`config.mk`:
```
export PLATFORM = sky130hd
export DESIGN_NAME = rbcp_gpio_top
export DESIGN_NICKNAME = d
export VERILOG_FILES = /design/src/design/rbcp_pkg.sv /design/src/design/rbcp_bus_if.sv /design/src/design/rbcp_decode.sv /design/src/design/gpio_exec.sv /design/src/design/rbcp_respond.sv /design/src/design/rbcp_gpio_top.sv
export SDC_FILE = /design/constraint.sdc
export NUM_CORES = 1
export LEC_CHECK = 0
export BUFFER_PORTS_ARGS = -buffer_cell sky130_fd_sc_hd__buf_2
export CAP_MARGIN = 25
export CORE_ASPECT_RATIO = 1.5
export CORE_MARGIN = 2
export CORE_UTILIZATION = 35
export DETAILED_ROUTE_END_ITERATION = 8
export GPL_ROUTABILITY_DRIVEN = 0
export GPL_TIMING_DRIVEN = 0
export PLACE_DENSITY = 0.59
export SYNTH_ARGS = -nofsm -noshare
export SYNTH_HDL_FRONTEND = slang
export SYNTH_SLANG_ARGS = --single-unit
```
`constraint.sdc`:
```
create_clock -name bus_clk -period 2.1 [get_ports bus_clk]
set_input_delay 0.315 -clock bus_clk [delete_from_list [all_inputs] [get_ports bus_clk]]
set_output_delay 0.315 -clock bus_clk [all_outputs]
set_load 0.01 [all_outputs]
```
`src/design/rbcp_pkg.sv`:
```
package rbcp_pkg;

    localparam int ADDR_W    = 32;  // rbcp address width from the link
    localparam int DATA_W    = 8;   // one byte per access
    localparam int REG_IDX_W = 3;   // covers the six mapped regs

    typedef logic [ADDR_W-1:0]    rbcp_addr_t;  // host byte address
    typedef logic [DATA_W-1:0]    rbcp_data_t;  // wd / rd byte
    typedef logic [REG_IDX_W-1:0] reg_idx_t;    // decoded register slot

    // register map, one byte per address
    localparam rbcp_addr_t ADDR_VERSION = 32'd0;  // ro, fw version
    localparam rbcp_addr_t ADDR_GPIO_LO = 32'd1;  // rw, gpio_out[7:0]
    localparam rbcp_addr_t ADDR_GPIO_HI = 32'd2;  // rw, gpio_out[15:8]
    localparam rbcp_addr_t ADDR_GPIO_IN = 32'd3;  // ro, synced gpio_in
    localparam rbcp_addr_t ADDR_SCRATCH = 32'd4;  // rw, host scratch
    localparam rbcp_addr_t ADDR_LED     = 32'd5;  // rw, front panel leds

    // first address outside the map, everything above is unmapped
    localparam rbcp_addr_t NUM_REGS = 32'd6;

    localparam rbcp_data_t FW_VERSION = 8'h3A;  // bump on each release

endpackage

```
`src/design/rbcp_bus_if.sv`:
```
`timescale 1ns/10ps

interface rbcp_bus_if;
    import rbcp_pkg::*;

    reg_idx_t   addr;    // register slot
    rbcp_data_t wdata;   // byte to write
    logic       wr;      // write pulse, 1 cycle
    logic       rd;      // read pulse, 1 cycle
    logic       mapped;  // address inside the map
    logic       valid;   // access present this cycle

    // decode side drives everything
    modport decode (
        output addr, wdata, wr, rd, mapped, valid
    );

    // execute side only listens
    modport exec (
        input addr, wdata, wr, rd, mapped, valid
    );

endinterface

```
`src/design/rbcp_decode.sv`:
```
`timescale 1ns/10ps

module rbcp_decode (
    input  logic                 bus_clk,
    input  logic                 rst_n,
    input  logic                 rbcp_act,   // host session open
    input  logic                 rbcp_we,    // write strobe
    input  logic                 rbcp_re,    // read strobe
    input  rbcp_pkg::rbcp_addr_t rbcp_addr,
    input  rbcp_pkg::rbcp_data_t rbcp_wd,
    rbcp_bus_if.decode           bus
);
    import rbcp_pkg::*;

    logic wr_req;  // we qualified by act
    logic rd_req;  // re qualified by act
    logic any_req;
    logic in_map;  // full 32b compare so high bits count

    assign wr_req  = rbcp_act & rbcp_we;
    assign rd_req  = rbcp_act & rbcp_re;
    assign any_req = wr_req | rd_req;
    assign in_map  = (rbcp_addr < NUM_REGS);

    // strobes one cycle behind the host
    always_ff @(posedge bus_clk or negedge rst_n) begin
        if (!rst_n) begin
            bus.valid <= 1'b0;
            bus.wr    <= 1'b0;
            bus.rd    <= 1'b0;
        end else begin
            bus.valid <= any_req;
            bus.wr    <= wr_req;
            bus.rd    <= rd_req;
        end
    end

    // payload only moves with a qualified strobe
    always_ff @(posedge bus_clk) begin
        if (any_req) begin
            bus.addr   <= rbcp_addr[REG_IDX_W-1:0];  // low bits pick the slot
            bus.wdata  <= rbcp_wd;
            bus.mapped <= in_map;                    // exec trusts this
        end
    end

    // host side never raises both strobes in one request
    a_no_dual_strobe: assert property (@(posedge bus_clk) disable iff (!rst_n)
        rbcp_act |-> !(rbcp_we && rbcp_re))
        else $error("rbcp_we and rbcp_re high together");

endmodule

```
`src/design/gpio_exec.sv`:
```
`timescale 1ns/10ps

module gpio_exec (
    input  logic                 bus_clk,
    input  logic                 rst_n,
    rbcp_bus_if.exec             bus,
    input  logic [7:0]           gpio_in,   // async board inputs
    output logic [15:0]          gpio_out,
    output rbcp_pkg::rbcp_data_t led,
    output logic                 done,      // access finished, 1 cycle
    output logic                 hit,       // access was mapped
    output rbcp_pkg::rbcp_data_t rdata
);
    import rbcp_pkg::*;

    rbcp_data_t gpio_lo;       // gpio_out low byte
    rbcp_data_t gpio_hi;       // gpio_out high byte
    rbcp_data_t scratch;
    rbcp_data_t gpio_in_meta;  // sync stage 1
    rbcp_data_t gpio_in_sync;  // sync stage 2, safe to read
    rbcp_data_t rd_sel;        // byte picked by the read mux
    logic       do_wr;

    assign gpio_out = {gpio_hi, gpio_lo};
    assign do_wr    = bus.valid & bus.wr & bus.mapped;

    // 2-flop synchronizer for the input port
    always_ff @(posedge bus_clk or negedge rst_n) begin
        if (!rst_n) begin
            gpio_in_meta <= '0;
            gpio_in_sync <= '0;
        end else begin
            gpio_in_meta <= gpio_in;
            gpio_in_sync <= gpio_in_meta;
        end
    end

    // writable registers, ro slots ignore writes
    always_ff @(posedge bus_clk or negedge rst_n) begin
        if (!rst_n) begin
            gpio_lo <= '0;
            gpio_hi <= '0;
            scratch <= '0;
            led     <= '0;
        end else if (do_wr) begin
            case (rbcp_addr_t'(bus.addr))
                ADDR_GPIO_LO: gpio_lo <= bus.wdata;
                ADDR_GPIO_HI: gpio_hi <= bus.wdata;
                ADDR_SCRATCH: scratch <= bus.wdata;
                ADDR_LED:     led     <= bus.wdata;
                default:      ;  // version and gpio_in are read only
            endcase
        end
    end

    // read mux
    always_comb begin
        case (rbcp_addr_t'(bus.addr))
            ADDR_VERSION: rd_sel = FW_VERSION;
            ADDR_GPIO_LO: rd_sel = gpio_lo;
            ADDR_GPIO_HI: rd_sel = gpio_hi;
            ADDR_GPIO_IN: rd_sel = gpio_in_sync;
            ADDR_SCRATCH: rd_sel = scratch;
            ADDR_LED:     rd_sel = led;
            default:      rd_sel = '0;  // idx 6,7 never mapped
        endcase
    end

    // completion flags
    always_ff @(posedge bus_clk or negedge rst_n) begin
        if (!rst_n) begin
            done <= 1'b0;
            hit  <= 1'b0;
        end else begin
            done <= bus.valid;
            hit  <= bus.valid & bus.mapped;
        end
    end

    // read data, writes return zero
    always_ff @(posedge bus_clk) begin
        if (bus.valid) begin
            rdata <= bus.rd ? rd_sel : '0;
        end
    end

    // decode only ever hands over single-cycle accesses
    a_done_pulse: assert property (@(posedge bus_clk) disable iff (!rst_n)
        done |=> !done)
        else $error("done held high for more than one cycle");

endmodule

```
`src/design/rbcp_respond.sv`:
```
`timescale 1ns/10ps

module rbcp_respond (
    input  logic                 bus_clk,
    input  logic                 rst_n,
    input  logic                 done,      // from exec, 1 cycle
    input  logic                 hit,       // mapped access
    input  rbcp_pkg::rbcp_data_t rdata,
    output logic                 rbcp_ack,  // to host, 1 cycle
    output rbcp_pkg::rbcp_data_t rbcp_rd
);

    logic ack_nxt;  // unmapped accesses never ack

    assign ack_nxt = done & hit;

    always_ff @(posedge bus_clk or negedge rst_n) begin
        if (!rst_n) begin
            rbcp_ack <= 1'b0;
        end else begin
            rbcp_ack <= ack_nxt;
        end
    end

    // held until the next ack so the host may sample late
    always_ff @(posedge bus_clk) begin
        if (ack_nxt) begin
            rbcp_rd <= rdata;
        end
    end

    // one request in flight means ack can never stretch
    a_ack_pulse: assert property (@(posedge bus_clk) disable iff (!rst_n)
        rbcp_ack |=> !rbcp_ack)
        else $error("rbcp_ack high for two cycles");

    a_rd_known: assert property (@(posedge bus_clk) disable iff (!rst_n)
        rbcp_ack |-> !$isunknown(rbcp_rd))
        else $error("rbcp_rd unknown during ack");

endmodule

```
`src/design/rbcp_gpio_top.sv`:
```
`timescale 1ns/10ps

module rbcp_gpio_top (
    input  logic                 bus_clk,
    input  logic                 rst_n,
    // rbcp side of the network core
    input  logic                 rbcp_act,
    input  logic                 rbcp_we,
    input  logic                 rbcp_re,
    input  rbcp_pkg::rbcp_addr_t rbcp_addr,
    input  rbcp_pkg::rbcp_data_t rbcp_wd,
    output logic                 rbcp_ack,
    output rbcp_pkg::rbcp_data_t rbcp_rd,
    // board io
    input  logic [7:0]           gpio_in,
    output logic [15:0]          gpio_out,
    output rbcp_pkg::rbcp_data_t led
);

    logic                 exec_done;   // exec -> respond
    logic                 exec_hit;
    rbcp_pkg::rbcp_data_t exec_rdata;

    rbcp_bus_if bus ();  // decode -> exec

    rbcp_decode u_decode (
        .bus_clk   (bus_clk),
        .rst_n     (rst_n),
        .rbcp_act  (rbcp_act),
        .rbcp_we   (rbcp_we),
        .rbcp_re   (rbcp_re),
        .rbcp_addr (rbcp_addr),
        .rbcp_wd   (rbcp_wd),
        .bus       (bus.decode)
    );

    gpio_exec u_exec (
        .bus_clk  (bus_clk),
        .rst_n    (rst_n),
        .bus      (bus.exec),
        .gpio_in  (gpio_in),
        .gpio_out (gpio_out),
        .led      (led),
        .done     (exec_done),
        .hit      (exec_hit),
        .rdata    (exec_rdata)
    );

    rbcp_respond u_respond (
        .bus_clk  (bus_clk),
        .rst_n    (rst_n),
        .done     (exec_done),
        .hit      (exec_hit),
        .rdata    (exec_rdata),
        .rbcp_ack (rbcp_ack),
        .rbcp_rd  (rbcp_rd)
    );

endmodule

```
## After elaboration in Yosys (flattened, before gate mapping)

Index checks and enable logic that the tools add are counted.

| storage, ports and cells | value |
|---|---|
| bits in registers | 82 |
| input port bits | 53 |
| output and inout bits | 33 |

| operators by class | value |
|---|---|
| equality and inequality tests | 5 |
| bitwise operators | 7 |
| $lt $le $gt $ge | 1 |
| reduce and logical (&&, ||, !) cells | 5 |
| multiplexer cells | 1 |

Operators with widths:

| cell | number |
|---|---|
| 8-bit case mux with 6 select lines | 1 |
| 32-bit by 3-bit < comparator with 1-bit output, second input constant | 1 |
| 2-bit AND reduction | 4 |
| 1-bit AND | 6 |
| 3-bit by 2-bit equality test with 1-bit output, second input constant | 2 |
| 3-bit equality test, second input constant | 2 |
| 3-bit by 1-bit equality test with 1-bit output, second input constant | 1 |
| 3-bit zero test | 1 |
| 1-bit OR | 1 |

## Depth between registers and ports, before layout

| depth | value |
|---|---|
| word-level depth | 3 |
| depth in mapped cells | 6 |
| mapped depth without buffers | 4 |

## Cells and area by module

A second synthesis with hierarchy kept.

| second synthesis, totals | value |
|---|---|
| cell total of the unflattened synthesis | 196 |
| area, all modules | 3,164.3 um2 |

By module, submodules not included:

| module | cells an instance | seq. area each (um2) | instances | area each (um2) |
|---|---|---|---|---|
| gpio_exec | 157 | 1,491.4 | 1 | 2,353.5 |
| rbcp_decode | 29 | 435.4 | 1 | 539.3 |
| rbcp_respond | 10 | 265.3 | 1 | 271.5 |

## Worst setup path after synthesis

OpenSTA, ideal clock, no wires.

| timing | value |
|---|---|
| kind | reg2reg |
| start | reg u_decode.bus.valid |
| end | reg u_exec.scratch[0] |
| setup slack | 0.553 ns |
| data required time | 1.975 ns |
| buffers on the path | 0 |
| clock period less this slack | 1.547 ns |
| setup time | 0.125 ns |
| arrival time | 1.423 ns |
| cell stages (with the launch flop) | 5 |
| cell sequence | dfrtp_1 > and2_1 > nand2_1 > nor3_4 > mux2_2 |

| on the way | value |
|---|---|
| word-level cells in the longest chain between the ends | 3 |

RTL lines:

| what | line | source |
|---|---|---|
| start: declaration | rbcp_bus_if.sv:15 | `output addr, wdata, wr, rd, mapped, valid` |
| start signal: assignment | rbcp_decode.sv:32 | `bus.valid <= any_req;` |
| 1-bit AND (2 in a row) | gpio_exec.sv:25 | `assign do_wr = bus.valid & bus.wr & bus.mapped;` |
| 2-bit AND reduction (no source line) | - |  |
| end signal: assignment | gpio_exec.sv:49 | `ADDR_SCRATCH: scratch <= bus.wdata;` |
| end: declaration | gpio_exec.sv:18 | `rbcp_data_t scratch;` |

Every way passes these cells.
A chain may end at the register's enable or synchronous reset.

## Final worst setup path

| timing | value |
|---|---|
| start | reg u_decode.bus.valid |
| end | reg u_exec.scratch[3] |

The elaborated chain is that of the path after synthesis.

==> impl_metrics.toml <==
[yosys]
netlist.area_leader.share_pct = 42.4
synth_xor_area_share_pct = 0
synth_area_um2 = 3190
synth_top_family_by_area = "multiplexers"
muxShareOfSynthArea_pct = 14.9
syn-num-nets = 250
synth_compound_area_share_pct = 4.71
avgSynthCellArea_um2 = 16.2
async_flop_share_pct = 65.9
synthSimpleGateAreaFrac_pct = 8.88
synth_fa_ha_area_share_pct = 0
synth-seq-cells = 82
synth_area_leaders = "dfrtp_1, edfxtp_1, mux2_2"
seq_area_frac_synth_pct = 68.8
syn_inst = 197
yosys.cell_types.count = 34
synth_top_cell_by_area = "dfrtp_1"
yosysWarnings = 0
synth_enable_flop_cells = 28
synth_top_flop_cell = "dfrtp_1"

[grt]
grt-ovfl-total = 0
grt_pass1_vias = 2001
grt_use_total_pct = 14.2
antenna_found_initial = 0
grt_pass1_wl_um = 10000
grt_max_degree = 39

[detailed_routing]
wl_um = 6330
remaining_drc_errors = 0
dr.first_iter.drc_count = 182
ant_nets = 0
dr_wl_met2_um = 3190
dr.pass1.iters = 6
wl_met1_um = 2590
wl_per_cell_um = 15.4
highest_layer = "met4"
via_count = 1967
routed_via_density = 4.80
wl_met3_um = 382

[floorplanning]
start_util_pct = 36.1
io_pins = 86
die_y_um = 121
die_w_um = 81.9
core-area_um2 = 8830
dieArea_um2 = 9900
rows = 42

[setup_path]
end_kind = "flop"
slowest_stage = "dfrtp_1"
cp.arrival_ps = 2100
startpoint_type = "flop"
worst_ep_required_time_ps = 2320
path_class = "reg -> reg"
slowest_delay_ps = 570
cp_max_fo = 10
path_cells = "and2_1, nand2_1, nor3_4, mux2_2"

[timing]
fmax_mhz = 531
setup_tns_ps = 0
rsz0062_at_grt = "false"
setup_viol = 0
fin_skew_ps = 2.91
hold_ws_ps = 83.3
finalMaxSlewViolations = 0
fin_crit_sh_pct = 89.7
tightest_slew_ps = 547
setup_slack_ps = 216
period_minus_slack_ps = 1880
slew_headroom_pct = 63.4
hold_viol = 0

[placement]
portBuffers = 85
dpl_cell_area_um2 = 3770
post-place-ws_ps = 205
dp_hpwl_um = 4490
dp.cells = 393

[layout]
layout.nets = 348
finish.utilization_pct = 45.9
syn_to_final_growth_pct = 27.3
n_antenna_cell = 0
layout.cells.non_filler = 410
layout_common_cells = "buf_2, dfrtp_1, edfxtp_1"
final_common_cell = "buf_2"
drive_gt1_share_pct = 49.0
fin_area_um2 = 4050

[clocking]
cts_tree = "yes"
cts.sinks = 82
clock_latency_ps = 330
ctsLongestPathBuffers = 2
h-tree-depth = 3
root_buffer = "clkbuf_16"
post_cts_resized = 0
cts_buffers = 9
clk_pin_slew_ps = 60

[flow_run]
cap_violations = 0

[power_and_ir_drop]
vdd_drop_max_mv = 0.467
fin_total_pwr_mw = 3.98
p_per_area_nw_per_um2 = 982
p_leak_nw = 1.86

[min_path]
hp-class = "in -> reg"

[run_status]
outcome = "finished, final reports clean"
==> cell families (layout without fill, tap and decap cells) <==
group,Yosys count,in the layout
DFF,82,82
and+or+nand+nor,41,41
muxes,40,40
AOI/OAI and AO/OA,23,23
buffers and inverters,11,114
==> registers in the layout, summed over array words and instances, names as in the netlist <==
signal,cells
u_exec.done,1
u_exec.hit,1
u_decode.bus.addr,3
u_exec.gpio_in_sync,8
u_decode.bus.wr,1
u_decode.bus.wdata,8
u_exec.gpio_in_meta,8
u_decode.bus.mapped,1
u_exec.rdata,8
u_exec.scratch,8
u_exec.gpio_hi,8
u_exec.gpio_lo,8
u_decode.bus.valid,1
u_exec.led,8
u_decode.bus.rd,1
u_respond.rbcp_ack,1
u_respond.rbcp_rd,8
==> layout make-up <==
| type | instances | area (um^2) |
|---|---|---|
| clock buffers | 13 | 260 |
| inverters | 4 | 17.5 |
| plain buffers | 7 | 68.8 |
| repair buffers | 87 | 455 |
| fillers | 823 | 4770 |
| clock inverters | 3 | 15.0 |
| flip-flops and latches | 82 | 2190 |
| well taps | 110 | 138 |
| multi-input cells | 104 | 907 |
==> power by group <==
| group | internal (mW) | switching (mW) | total, mW |
|---|---|---|---|
| Combinational | 0.297 | 0.260 | 0.557 |
| Clock | 0.859 | 0.577 | 1.44 |
| Sequential | 1.86 | 0.130 | 1.99 |
==> routing by layer <==
layer	track usage (%)	vias to the layer above
li1	-	923
met1	17.4	945
met2	22.5	83
met3	4.10	16
met4	7.29	0
met5	0	-
==> path summary, 6_finish.rpt <==
kind	from	end	slack [ps]	cells after the start
worst max register to register	u_decode.bus.valid	u_exec.scratch[3]	220	4
worst max-delay path	u_decode.bus.valid	u_exec.scratch[3]	220	4
worst min-delay path	gpio_in[6]	u_exec.gpio_in_meta[6]	80	1
worst min register to register	u_exec.gpio_in_meta[7]	u_exec.gpio_in_sync[7]	340	0
max in group asynchronous	rst_n	u_exec.led[0]	1120	3
min in group asynchronous	rst_n	u_exec.gpio_in_meta[3]	440	2
==> Yosys cell counts (4+ instances only) <==
master,number
mux2_2,23
nor2_1,6
buf_6,5
nor2b_1,7
and2_1,5
nor4_1,6
a22oi_1,4
a21oi_1,10
mux2i_1,5
dfrtp_1,54
mux2_1,4
edfxtp_1,28
mux2_4,8
==> worst max-delay path: cells and delay by family (launching register included) <==
family / cells / cell delay [ps]
and+or+nand+nor: 3 / 800
DFF: 1 / 570
muxes: 1 / 400
==> what timing repair did <==
action	4_1_cts	5_1_grt
endpoints found under the hold margin	16	0
buffers inserted	0	0
hold buffers	1	0
(Power assumes the default switching activity.)
